===== config.mk =====
export PLATFORM = sky130hd
export DESIGN_NAME = mem_wb_stage
export DESIGN_NICKNAME = d
export VERILOG_FILES = /design/src/verilog/arya_pkg.sv /design/src/verilog/mem_wb_stage.sv
export SDC_FILE = /design/constraint.sdc
export NUM_CORES = 1
export LEC_CHECK = 0
export BUFFER_PORTS_ARGS = -buffer_cell sky130_fd_sc_hd__buf_2
export CORE_AREA = 2 2 221 223
export DETAILED_ROUTE_END_ITERATION = 12
export DIE_AREA = 0 0 223 225
export PLACE_DENSITY = 0.42
export RECOVER_POWER = 100
export SLEW_MARGIN = 20
export SYNTH_ARGS = -nofsm -noshare
export SYNTH_HDL_FRONTEND = slang
export SYNTH_SLANG_ARGS = --single-unit

===== constraint.sdc =====
create_clock -name clk -period 1.6 [get_ports clk]
set_input_delay 0.32 -clock clk [delete_from_list [all_inputs] [get_ports clk]]
set_output_delay 0.32 -clock clk [all_outputs]
set_load 0.01 [all_outputs]

===== src/verilog/arya_pkg.sv =====
package arya_pkg;

	////////////////////
	// sizes
	localparam int THREAD_BITS = 2;
	localparam int NUM_THREADS = 2 ** THREAD_BITS;
	localparam int DATA_W      = 64;
	localparam int INST_W      = 32;
	localparam int PC_W        = 6;                  // 64 words per thread
	localparam int IMEM_ADDR_W = THREAD_BITS + PC_W; // thread index above pc
	localparam int REG_ADDR_W  = 5;
	localparam int NUM_REGS    = 2 ** REG_ADDR_W;
	localparam int DMEM_ADDR_W = 8;
	localparam int RUN_CYCLES  = 64;                 // busy cycles per start
	localparam int RUN_CNT_W   = 6;

	// instruction field widths
	localparam int OPC_W     = 4;
	localparam int IMM_W     = 13;
	localparam int SHAMT_LSB = 6; // shift amount sits in imm[10:6]
	localparam int SHAMT_W   = 5;

	typedef logic [THREAD_BITS-1:0] thread_t;

	// unlisted codes fall through as nop
	typedef enum logic [OPC_W-1:0] {
		OP_NOP   = 4'd0,
		OP_ADD   = 4'd1,
		OP_SUB   = 4'd2,
		OP_AND   = 4'd3,
		OP_OR    = 4'd4,
		OP_XOR   = 4'd5,
		OP_ADDI  = 4'd6,
		OP_SHL   = 4'd7,
		OP_LOAD  = 4'd8,
		OP_STORE = 4'd9
	} opcode_t;

	////////////////////
	// instruction word, msb first
	typedef struct packed {
		opcode_t               opcode;
		logic [REG_ADDR_W-1:0] rd;
		logic [REG_ADDR_W-1:0] rs1;
		logic [REG_ADDR_W-1:0] rs2;
		logic [IMM_W-1:0]      imm;
	} inst_t;

	////////////////////
	// stage payloads
	typedef struct packed {
		logic                   valid;
		thread_t                thread;
		logic [IMEM_ADDR_W-1:0] addr;
	} fetch_t;

	typedef struct packed {
		logic                  valid;
		thread_t               thread;
		opcode_t               opcode;
		logic [REG_ADDR_W-1:0] rd;
		logic [DATA_W-1:0]     a;
		logic [DATA_W-1:0]     b;          // rs2 or immediate
		logic [DATA_W-1:0]     store_data;
	} de_t;

	typedef struct packed {
		logic                  valid;
		thread_t               thread;
		logic                  we;
		logic [REG_ADDR_W-1:0] rd;
		logic                  load;
		logic                  store;
		logic [DATA_W-1:0]     result;     // also the data address
		logic [DATA_W-1:0]     store_data;
	} em_t;

	typedef struct packed {
		logic                  enable;
		thread_t               thread;
		logic [REG_ADDR_W-1:0] rd;
		logic [DATA_W-1:0]     data;
	} wb_t;

endpackage

===== src/verilog/mem_wb_stage.sv =====
`timescale 1ns/1ps

module mem_wb_stage import arya_pkg::*; (
	input  logic                                   clk,
	input  logic                                   reset,
	input  logic                                   en,
	input  em_t                                    em,
	input  logic [DATA_W-1:0]                      datamem_data_in,
	output logic [NUM_THREADS-1:0][DMEM_ADDR_W-1:0] datamem_addr_out,
	output logic [NUM_THREADS-1:0][DATA_W-1:0]     datamem_data_out,
	output logic [NUM_THREADS-1:0]                 datamem_we_out,
	output wb_t                                    wb,
	output thread_t                                thread_id_out
);

	em_t mw;

	////////////////////
	// data memory lanes
	always_comb begin
		datamem_addr_out = '0;
		datamem_data_out = '0;
		datamem_we_out   = '0;
		if (em.valid) begin // only the lane of the thread in this stage
			datamem_addr_out[em.thread] = em.result[DMEM_ADDR_W-1:0];
			datamem_data_out[em.thread] = em.store_data;
			datamem_we_out[em.thread]   = em.store;
		end
	end

	always_ff @(posedge clk) begin
		if (reset)
			mw <= '0;
		else if (en)
			mw <= em;
	end

	////////////////////
	// writeback
	// load data comes back from the lane a cycle after the address
	always_comb begin
		wb.enable = en && mw.we;
		wb.thread = mw.thread;
		wb.rd     = mw.rd;
		wb.data   = mw.load ? datamem_data_in : mw.result;
	end

	assign thread_id_out = mw.thread;

	a_we_onehot: assert property (@(posedge clk) disable iff (reset)
		$onehot0(datamem_we_out));

endmodule


Word level (Yosys, flattened, before mapping)
Cells that the tools add are included.

Flip-flop bits (word level): 73. Bits of input ports: 206. Output and inout bits: 366. Logic and storage cells: 22.

Order comparisons: 2. Muxes and demuxes: 10. Bitwise gates (word level): 3. Reduce and logical (&&, ||, !) cells: 2.

Operators by type and width (number): 256-bit bitwise AND (1); 256-bit 2-to-1 mux (1); 64-bit demux with 2-bit select (1); 64-bit 2-to-1 mux (2); 32-bit bitwise AND (1); 32-bit 2-to-1 mux (1); 8-bit demux with 2-bit select (1); 8-bit 2-to-1 mux (1); 4-bit bitwise AND (1); 4-bit 2-to-1 mux (1); 2-bit by 3-bit less-than comparator with 1-bit output, second input constant (1); 1-bit demux with 2-bit select (1); 2-bit by 1-bit greater-or-equal comparator with 1-bit output, second input constant (1); 1-bit logical AND (2); 1-bit 2-to-1 mux (1).

Depth between registers and ports, before layout
Gate-level depths: netlist of run 1.

Word-level depth: 6. Mapped depth: 4. Mapped depth without buffers: 2.

Least setup slack after synthesis of run 1
No wires, ideal clock.

Path kind: register to output. Start point: reg mw[129] (netlist bit). End point: out wb[0] (netlist bit). Data arrival time: 1.032 ns. Required time: 1.280 ns. Path slack: 0.248 ns. Cell stages (with the launch flop): 4. Buffers on the path: 2. Path through: dfxtp_1 buf_2 buf_4 mux2_2.

RTL lines: start: declaration (line mem_wb_stage.sv:16) `em_t mw;`; start signal: assignment (line mem_wb_stage.sv:35) `mw <= em;`; end: declaration (line mem_wb_stage.sv:12) `output wb_t wb,`.

==> metrics.log, run 1 <==
INFO  metric preCtsSetupSlack = -109 ps
INFO  metric worst-endpoint-required = 1280 ps
INFO  metric final_util = 0.205
INFO  metric ys_warn_count = 0
INFO  metric unrepaired_setup_endpoints_after_global_routing = yes
INFO  metric io_buffers = 571
INFO  metric post_synthesis_to_final_layout_area_growth = 92.4%
INFO  metric power.share.clock = 0.349
INFO  metric fin_skew = 0 ps
INFO  metric min_period = 1780 ps
INFO  metric power.net_switching = approximately 2.0 mW
INFO  metric cts.sinks = 73
INFO  metric drive_gt1_frac = 0.579
INFO  metric route.final.wire_length = 33800 um
INFO  metric ff2ff_path_depth = 3
INFO  metric power.static_leakage = 5.37 nW
INFO  metric syn-mean-instance-area = ~7.0 um2
INFO  metric route.vias.total = 7156
INFO  metric avg_vias_per_cell = between 3 and 4
INFO  metric grt_antenna_before_repair = 3
INFO  metric tightestPinTransition = between 800 and 900 ps
INFO  metric drt-pass1-iter-count = 5
INFO  metric remaining_drc_errors = 0
INFO  metric post-route-period-util = 1.11
INFO  metric grt_remaining_overflow = 0
INFO  metric path_clk_slew = 60 ps
INFO  metric global_route_wire_length_before_repair = 39800 um
INFO  metric synth_top_family_by_area = simple AND/OR/NAND/NOR gates
INFO  metric globalplace.congestion = 0.818
INFO  metric clk_latency = 340 ps
INFO  metric boundaryPins = 572
INFO  metric power_density = 647 mW/mm2
INFO  metric yosys.cell_types.count = 12
INFO  metric hold-worst-slack = 210 ps
INFO  metric synth_top_area_frac = 0.289
INFO  metric synthCells = 724
INFO  metric vdd.ir_drop.worst = 0.462 mV
INFO  metric final_number_of_max_transition_violations = 0
INFO  metric die_width = 223 um
INFO  metric via_count_of_the_first_global_routing_pass = 6195
INFO  metric criticalPathCategory = reg2out
INFO  metric startpoint_type = register
INFO  metric post_synth_fa_ha_maj_area_fraction = 0
INFO  metric failing_checks = negative setup slack
INFO  metric power_switching_share = 0.325
INFO  metric grt_usage = 0.106
INFO  metric run_status = finished with violations
INFO  metric h_tree_depth = 3
INFO  metric critical_path_peak_fanout = 20
INFO  metric clockRootBuffer = clkbuf_16
INFO  metric place_inst = 1869
INFO  metric power_frac_comb = 0.334
INFO  metric intPower = ~4.3 mW
INFO  metric crit-reg2reg-capture = mw[129]$_SDFFE_PP0P_
INFO  metric synth.ff_latch_count = 73
INFO  metric hold_path.startpoint = em[113]
INFO  metric synth_mux_area_frac = 0.287
INFO  metric post_dp_hpwl = approximately 24000 um
INFO  metric sequentialPowerShare = 0.317
INFO  metric synth.yosys.seq_area_share = 0.289
INFO  metric synth_area_leader_cell = dfxtp_1
INFO  metric netlist_top_cells_area = dfxtp_1 (29%), nor2_1 (27%), mux2i_1 (14%), mux2_2 (14%), nand2_1 (5.5%)
INFO  metric grt_max_degree = 74
INFO  metric synth_xor_area_frac = 0
INFO  metric drt_first_iter_violations = 376
INFO  metric synth-compound-area-share = 0
INFO  metric dpl-instance-area = 0.00859 mm2
INFO  metric postCtsHoldBufs = 0
INFO  metric worstHoldEndpoint = mw[113]$_SDFFE_PP0P_
INFO  metric finalWorstSetupSlack = -177 ps
INFO  metric finalNonFillerCells = 1910
INFO  metric final_common_cell = buf_2
INFO  metric layout.cells.most_common_list = buf_2 (477), nor2_1 (339), mux2i_1 (73), dfxtp_1 (72), clkbuf_2 (50)
INFO  metric drv.max_cap_violation_count = 0
INFO  metric antenna_violating_nets_left = 0
INFO  metric syn-num-nets = 930
INFO  metric timing.rr.start = mw[129]$_SDFFE_PP0P_
INFO  metric fp-row-count = 80
INFO  metric netlist_area_pre_place = 0.00506 mm2
INFO  metric core = 0.0475 mm2
INFO  metric initial_utilization = 0.106
INFO  metric min-delay-path-class = in2reg
INFO  metric post_route_standard_cell_area_excluding_fillers = 0.00973 mm2
INFO  metric drt-wirelength-per-cell = 17.7 um
INFO  metric chipHeight = 225 um
INFO  metric cts.path.max_buffers = 2
INFO  metric finalSetupViolations = 158
INFO  metric nNetsFinal = 1495
INFO  metric clock_tree_from_tritoncts = built
INFO  metric tritoncts.num_buffers = 9
INFO  metric critPathCaptureType = output port
INFO  metric fmax = 0.563 GHz
INFO  metric cp_data_arrival_time = 1460 ps
INFO  metric die-area = 0.0502 mm2
INFO  metric post_synthesis_simple_gate_area_fraction = 0.331
INFO  metric reg2reg_slack = 710 ps
INFO  metric max-slew-margin-rel = 0.432
INFO  metric hold_depth = 3
INFO  metric report.final.hold_viol_count = 0
[critical path: stages, from the launching register on]
cell,delay (ps)
dfxtp_4,410
clkbuf_16,220
mux2_2,340
buf_2,150
[power by group through the flow]
| stage | Sequential (mW) | Combinational [mW] | Clock [mW] |
|---|---|---|---|
| floorplan | 2.00 | 0.965 | 0 |
| global placement | 2.04 | 1.77 | 0 |
| detailed placement | 2.03 | 1.78 | 0 |
| CTS | 1.99 | 1.87 | 2.31 |
| global route | 2.01 | 2.25 | 2.37 |
| finish | 2.00 | 2.10 | 2.20 |
[synth_stat cells]
master,instances
dfxtp_1,73
buf_2,35
or2_1,1
nand2_1,74
buf_6,14
nand2b_1,2
buf_4,15
nor2_1,365
and2_1,1
clkbuf_1,7
mux2_2,64
mux2i_1,73
[repair_timing]
action	4_1_cts	5_1_grt
resized for setup	31	109
buffers inserted	3	1
cloned	2	19
endpoints found under the setup margin	128	183
pin swaps	0	10
[per-stage QoR]
| step | TNS, ps | total power, mW |
|---|---|---|
| after floorplan | 0 | 2.97 |
| after global placement | -482 | 3.81 |
| after detailed placement | -777 | 3.81 |
| after CTS | -12120 | 6.18 |
| after global routing | -23090 | 6.62 |
| final | -11540 | 6.30 |
[registers in the layout, summed over array words and instances (netlist names)]
| name | cells |
|---|---|
| mw | 66 |
| thread_id_out | 2 |
| wb | 5 |
[final cells by class]
cell class	count	area (um2)
clock buffer	9	225
multi-input combinational	582	3450
timing repair buffer	623	3730
fill	5391	37800
sequential	73	1470
tap	615	769
antenna	1	2.50
clock inverter	7	95.1
[per-layer routing]
layer  up-vias  GRT usage  part of all wire
met4         0     0.0340             0.028
li1       3396          -                 -
met3        47     0.0258             0.068
met1      3291      0.127              0.40
met2       422      0.185              0.50
met5         -          0                 0
[how the worst max path moves through the flow]
stage	end	slack [ps]	from
floorplan	wb[0]	250	mw[129]$_SDFFE_PP0P_
finish	wb[29]	-180	mw[129]$_SDFFE_PP0P_
detailed placement	datamem_data_out[152]	-110	em[137]
global route	wb[4]	-240	mw[129]$_SDFFE_PP0P_
CTS	wb[15]	-230	mw[129]$_SDFFE_PP0P_
global placement	datamem_data_out[152]	-100	em[136]
[cell families (layout without fill, tap and decap cells)]
logic type             Yosys count  in the layout
buffers and inverters           71            639
DFF                             73             73
muxes                          137            137
other                            0              1
and+or+nand+nor                443            445
Note: power is estimated with default switching activity, not from simulation.
==> inputs of run 2 (changes only) <==
--- a/config.mk
+++ b/config.mk
@@ -5,12 +5,14 @@
 export SDC_FILE = /design/constraint.sdc
 export NUM_CORES = 1
 export LEC_CHECK = 0
+export ABC_AREA = 1
 export BUFFER_PORTS_ARGS = -buffer_cell sky130_fd_sc_hd__buf_2
 export CORE_AREA = 2 2 221 223
 export DETAILED_ROUTE_END_ITERATION = 12
 export DIE_AREA = 0 0 223 225
-export PLACE_DENSITY = 0.42
+export PLACE_DENSITY = 0.43
 export RECOVER_POWER = 100
+export SETUP_SLACK_MARGIN = 0.4
 export SLEW_MARGIN = 20
 export SYNTH_ARGS = -nofsm -noshare
 export SYNTH_HDL_FRONTEND = slang
==> metrics.log, run 2 <==
INFO  metric fmax = around 0.57 GHz
INFO  metric cts.path.max_buffers = 2
INFO  metric power.net_switching = around 3 mW
INFO  metric hold_path.startpoint = em[134]
INFO  metric post_synthesis_to_final_layout_area_growth = 191%
INFO  metric groute.layer.met1.usage = 0.174
INFO  metric fin_setup_tns = -11880 ps
INFO  metric tritoncts.num_buffers = 9
INFO  metric cts.sinks = 73
INFO  metric unrepaired_setup_endpoints_after_global_routing = yes
INFO  metric syn-mean-instance-area = 5.10 um2
INFO  metric global_route.usage.met3 = 0.0375
INFO  metric synth_edf_count = 0
INFO  metric ff2ff_path_depth = 3
INFO  metric power.share.clock = 0.244
INFO  metric netlist_area_pre_place = 0.00553 mm2
INFO  metric run_status = finished with violations
INFO  metric drive_gt1_frac = 0.635
INFO  metric worstHoldEndpoint = wb[68]$_SDFFE_PP0P_
INFO  metric grt-busiest-layer = met2
INFO  metric power_switching_share = 0.388
INFO  metric remaining_drc_errors = 0
INFO  metric antenna_violating_nets_left = 0
INFO  metric synth.ff_latch_count = 73
INFO  metric report.final.hold_viol_count = 0
INFO  metric core = 0.0475 mm2
INFO  metric finalNonFillerCells = 2385
INFO  metric boundaryPins = 572
INFO  metric grt_remaining_overflow = 0
INFO  metric nNetsFinal = 1969
INFO  metric synth_area_leader_cell = nor2_1
INFO  metric met2_track_demand_over_resource_in_global_routing = 0.311
INFO  metric worst-endpoint-required = 1280 ps
INFO  metric finalWorstSetupSlack = -167 ps
INFO  metric grt_antenna_before_repair = 4
INFO  metric grt_usage = 0.167
INFO  metric avg_vias_per_cell = 4.10
INFO  metric synth_top_area_frac = 0.297
INFO  metric route.vias.total = 9785
INFO  metric post-route-period-util = 1.10
INFO  metric die_width = 223 um
INFO  metric async_flop_share = 0
INFO  metric critPathCaptureType = output port
INFO  metric reg2reg_slack = ~800 ps
INFO  metric path_clk_slew = 60 ps
INFO  metric chipHeight = 225 um
INFO  metric postCtsHoldBufs = 0
INFO  metric h_tree_depth = 3
INFO  metric crit-reg2reg-capture = mw[129]$_SDFFE_PP0P_
INFO  metric netlist_top_cells_area = nor2_1 (30%), dfxtp_1 (26%), nand2_1 (19%), inv_1 (9.4%), o21ai_0 (5.7%)
INFO  metric synth_most_common_cell = nor2_1
INFO  metric fp-row-count = 80
INFO  metric synth.cells.most_frequent = nor2_1 (438), nand2_1 (285), inv_1 (138), dfxtp_1 (73), o21ai_0 (63)
INFO  metric max-slew-margin-rel = 0.337
INFO  metric die-area = 0.0502 mm2
INFO  metric post_dp_hpwl = 30600 um
INFO  metric clk_latency = 340 ps
INFO  metric min-delay-path-class = in2reg
INFO  metric clock_tree_from_tritoncts = built
INFO  metric final_number_of_max_transition_violations = 0
INFO  metric vdd.ir_drop.worst = approximately 0.46 mV
INFO  metric criticalPathCategory = in2out
INFO  metric via_count_of_the_first_global_routing_pass = roughly 9100
INFO  metric sequentialPowerShare = 0.257
INFO  metric largest_register_ff_count = 66
INFO  metric drt_first_iter_violations = 467
INFO  metric initial_utilization = 0.116
INFO  metric place_inst = 2245
INFO  metric min_period = 1770 ps
INFO  metric power.static_leakage = around 7.5 nW
INFO  metric globalplace.congestion = ~0.9
INFO  metric hold_depth = 5
INFO  metric power_density = just under 500 mW/mm2
INFO  metric synthCells = 1084
INFO  metric route.final.wire_length = 48700 um
INFO  metric postSynth.topFlopCell = dfxtp_1
INFO  metric drt-pass1-iter-count = 5
INFO  metric synth.yosys.seq_area_share = 0.264
INFO  metric intPower = 4.81 mW
INFO  metric ys_warn_count = 0
INFO  metric tightestPinTransition = roughly 1000 ps
INFO  metric final_common_cell = buf_2
INFO  metric worst_setup_path_startpoint = em[137]
INFO  metric timing.rr.start = mw[129]$_SDFFE_PP0P_
INFO  metric grt_max_degree = 56
INFO  metric cp_data_arrival_time = 1450 ps
INFO  metric io_buffers = 571
INFO  metric drt-wirelength-per-cell = 20.4 um
INFO  metric power_frac_comb = 0.500
INFO  metric syn-num-nets = between 1000 and 1500
INFO  metric drv.max_cap_violation_count = 0
INFO  metric yosys.cell_types.count = 13
INFO  metric failing_checks = negative setup slack
INFO  metric register_with_the_most_flip_flops = mw
INFO  metric finalSetupViolations = 261
INFO  metric fin_skew = 0 ps
INFO  metric critical_path_peak_fanout = 6
INFO  metric startpoint_type = input pin
INFO  metric global_route_wire_length_before_repair = between 60000 and 70000 um
INFO  metric layout.cells.most_common_list = buf_2 (340), buf_6 (258), nor2_4 (210), nor2_1 (206), nand2_1 (188)
INFO  metric clockRootBuffer = clkbuf_16
## run 2: cell count changes in the layout (fill, tap and decap cells not counted), moves of 73 or more
cell     change
buf_6      +218
nor2_4     +199
nand2_1    +144
buf_2      -137
inv_1      +137
nor2_1     -133
mux2i_1     -73
## run 2: cells by family (layout without fill, tap and decap cells)
logic type      Yosys count  count (layout)  share of synthesized area
compound gates           64              64                     0.0579
buf+inv                 221             905                      0.184
flops                    73              73                      0.264
other cells               0               2                          0
simple gates            726             726                      0.494
## run 2: power groups by stage
stage	logic, mW	clock network [mW]	registers, mW
6_report	3.93	1.92	2.02
3_3_place_gp	2.03	0	2.07
5_1_grt	4.13	2.10	2.03
4_1_cts	3.42	2.04	2.02
2_1_floorplan	1.04	0	2.03
3_5_place_dp	2.03	0	2.07
## run 2: per-layer routing
layer / part of all wire / up-vias
li1: - / 4516
met1: 0.36 / 4540
met2: 0.50 / 575
met3: 0.062 / 154
met4: 0.076 / 0
met5: 0 / -
## run 2: layout make-up
| cell class | instances | area, um2 |
|---|---|---|
| Tap cell | 615 | 769 |
| Sequential cell | 73 | 1470 |
| Fill cell | 4770 | 31500 |
| Clock buffer | 11 | 243 |
| Timing Repair Buffer | 750 | 7150 |
| Multi-Input combinational cell | 790 | 5890 |
| Antenna cell | 2 | 5.00 |
| Clock inverter | 5 | 31.3 |
| Inverter | 139 | 532 |
## run 2: timing repair
| action | 4_1_cts | 5_1_grt |
|---|---|---|
| gates cloned | 41 | 6 |
| buffers inserted | 58 | 17 |
| gates resized for setup | 719 | 463 |
| pin swaps | 101 | 61 |
| endpoints found under the setup margin | 361 | 359 |
## run 2: worst max-delay path by stage
stage / end / depth (start not counted)
2_1_floorplan: datamem_data_out[0] / 4
3_3_place_gp: datamem_data_out[58] / 7
3_5_place_dp: datamem_data_out[58] / 7
4_1_cts: wb[44] / 6
5_1_grt: datamem_data_out[102] / 8
6_report: datamem_data_out[102] / 8
## run 2: metrics by stage
step | instance area [um2] | hold slack, ps | power [mW] | util | setup slack (ps)
6_report | 16100 | 260 | 7.86 | 0.338 | -167
5_1_grt | 16100 | 260 | 8.26 | 0.338 | -184
4_1_cts | 14200 | 237 | 7.47 | 0.298 | -125
3_5_place_dp | 9240 | 462 | 4.11 | 0.194 | -249
3_3_place_gp | 9240 | 459 | 4.10 | 0.194 | -291
2_1_floorplan | 5540 | 449 | 3.07 | - | 372
## run 2: worst max-delay path: stages
cell	delay (ps)
buf_6	100
inv_4	60
clkbuf_1	150
nand2_4	130
clkbuf_2	200
buf_8	170
nor2_1	140
buf_2	170
==> inputs of run 3 (changes only) <==
==> constraint.sdc (replaced) <==
create_clock -name clk -period 1.9 [get_ports clk]
set_input_delay 0.38 -clock clk [delete_from_list [all_inputs] [get_ports clk]]
set_output_delay 0.38 -clock clk [all_outputs]
set_load 0.01 [all_outputs]
==> metrics.log, run 3 (same netlist as run 2, synthesis figures left out) <==
INFO  metric run_status = completed
INFO  metric critPathMaxStageDelay = 330 ps
INFO  metric clockRootBuffer = clkbuf_16
INFO  metric power_frac_comb = 0.485
INFO  metric power.share.clock = 0.253
INFO  metric sequentialPowerShare = 0.262
INFO  metric hold-worst-slack = 316 ps
INFO  metric min_period = between 1500 and 2000 ps
INFO  metric die_width = 223 um
INFO  metric detailroute.wirelength.met3 = between 3000 and 4000 um
INFO  metric chipHeight = 225 um
INFO  metric avg_vias_per_cell = 4.03
INFO  metric route.final.wire_length = 47100 um
INFO  metric criticalPathCategory = in2out
INFO  metric post_dp_hpwl = 28800 um
INFO  metric io_buffers = 571
INFO  metric tightestPinTransition = 884 ps
INFO  metric fin_skew = 0 ps
INFO  metric grt_remaining_overflow = 0
INFO  metric finalWorstSetupSlack = between 10 and 15 ps
INFO  metric post_synthesis_to_final_layout_area_growth = 184%
INFO  metric unrepaired_setup_endpoints_after_global_routing = yes
INFO  metric top_layer = met4
INFO  metric initial_utilization = 0.116
INFO  metric final_common_cell = buf_2
INFO  metric power.net_switching = 2.54 mW
INFO  metric critical_path_peak_fanout = 8
INFO  metric place_inst = around 2200
INFO  metric startpoint_type = input pin
INFO  metric intPower = about 3.9 mW
INFO  metric tritoncts.num_buffers = 9
INFO  metric drv.max_cap_violation_count = 0
INFO  metric cp_data_arrival_time = 1510 ps
INFO  metric nNetsFinal = between 1500 and 2000
INFO  metric min-delay-path-class = in2reg
INFO  metric wl_met1 = 16700 um
INFO  metric finalNonFillerCells = ~2300
INFO  metric die-area = 0.0502 mm2
INFO  metric via_count_of_the_first_global_routing_pass = just under 8000
INFO  metric preCtsSetupSlack = -53.9 ps
INFO  metric drive_gt1_frac = 0.611
INFO  metric max-slew-margin-rel = 0.411
INFO  metric core = 0.0475 mm2
INFO  metric crit_chain = buf_12 > buf_16 > clkbuf_4 > nand2_4 > nor2_1 > buf_2
INFO  metric fp-row-count = 80
INFO  metric route.vias.total = 9428
INFO  metric grt_max_degree = 74
INFO  metric power_density = between 400 and 500 mW/mm2
INFO  metric worst-endpoint-required = 1520 ps
INFO  metric vdd.ir_drop.worst = ~0.37 mV
INFO  metric final_util = 0.330
INFO  metric fmax = around 0.53 GHz
INFO  metric final_number_of_max_transition_violations = 0
INFO  metric remaining_drc_errors = 0
INFO  metric layout.cells.most_common_list = buf_2 (323), buf_6 (229), nor2_4 (227), nand2_1 (201), nor2_1 (191)
INFO  metric global_route_wire_length_before_repair = 51700 um
INFO  metric path_clk_slew = 70 ps
INFO  metric report.final.hold_viol_count = 0
INFO  metric met2_wl_post_dr = approximately 24000 um
INFO  metric h_tree_depth = 3
INFO  metric critPathCaptureType = output port
INFO  metric clock_tree_from_tritoncts = built
INFO  metric grt_usage = 0.141
INFO  metric boundaryPins = 572
INFO  metric post-route-period-util = 0.994
INFO  metric drt-pass1-iter-count = 5
INFO  metric crit_path_top_delay_cell = clkbuf_4
INFO  metric globalplace.congestion = 0.892
INFO  metric grt_antenna_before_repair = 2
INFO  metric cts.sinks = 73
INFO  metric cts.path.max_buffers = 2
INFO  metric power.static_leakage = 7.22 nW
INFO  metric largest_register_ff_count = 66
INFO  metric antenna_violating_nets_left = 0
INFO  metric drt_first_iter_violations = 490
INFO  metric register_with_the_most_flip_flops = mw
INFO  metric finalSetupViolations = 0
INFO  metric drt-wirelength-per-cell = 20.1 um
INFO  metric clk_latency = ~340 ps
INFO  metric power_switching_share = 0.393
-- run 3: changes by cell type in the layout (fill, tap and decap cells not counted), sizes merged --
cell,previous run,this run
buf,724,650
clkbuf,37,63
clkinv,4,7
nand2,288,290
clkinvlp,1,0
diode,2,1
-- run 3: path summary, 6_finish.rpt --
kind / startpoint / endpoint / slack [ps] / cells after the start
worst min-delay path: em[120] / mw[120]$_SDFFE_PP0P_ / 320 / 5
worst max-delay path: em[138] / datamem_data_out[228] / 10 / 6
worst min register to register: mw[70]$_SDFFE_PP0P_ / mw[70]$_SDFFE_PP0P_ / 470 / 2
worst max register to register: mw[129]$_SDFFE_PP0P_ / mw[129]$_SDFFE_PP0P_ / 1140 / 3
-- run 3: through the flow --
| step | instance area, um2 | TNS (ps) | power (mW) |
|---|---|---|---|
| after floorplan | 5530 | 0 | 2.57 |
| after global placement | 9090 | -38.0 | 3.39 |
| after detailed placement | 9090 | -53.9 | 3.39 |
| after CTS | 10400 | 0 | 5.38 |
| after global routing | 15700 | 0 | 6.81 |
| final | 15700 | 0 | 6.47 |
-- run 3: worst max-delay path: cells and delay by family --
family | cells | cell delay [ps]
and+or+nand+nor | 2 | 340
buffers and inverters | 4 | 770
-- run 3: per-layer routing --
metal / up-vias / global-route usage
met2: 536 / 0.255
met4: 0 / 0.0727
met5: - / 0
met1: 4332 / 0.158
met3: 130 / 0.0274
li1: 4430 / -
-- run 3: cell type report --
class	count	area, um2
inverters	139	561
clock buffers	9	225
flip-flops and latches	73	1470
multi-input cells	792	5770
diodes	1	2.50
fillers	4827	31900
clock inverters	7	53.8
repair buffers	704	6840
well taps	615	769
-- run 3: timing repair --
item,4_1_cts,5_1_grt
gates resized for setup,126,1010
endpoints found under the setup margin,355,356
hold buffers,0,0
pin swaps,5,97
endpoints found under the hold margin,0,0
gates cloned,15,42
buffers inserted,9,34
-- run 3: power by group through the flow --
stage	sequential (mW)	clock (mW)	combinational, mW
floorplan	1.71	0	0.858
global placement	1.74	0	1.65
detailed placement	1.74	0	1.65
CTS	1.70	1.72	1.96
global route	1.71	1.78	3.31
finish	1.70	1.64	3.14
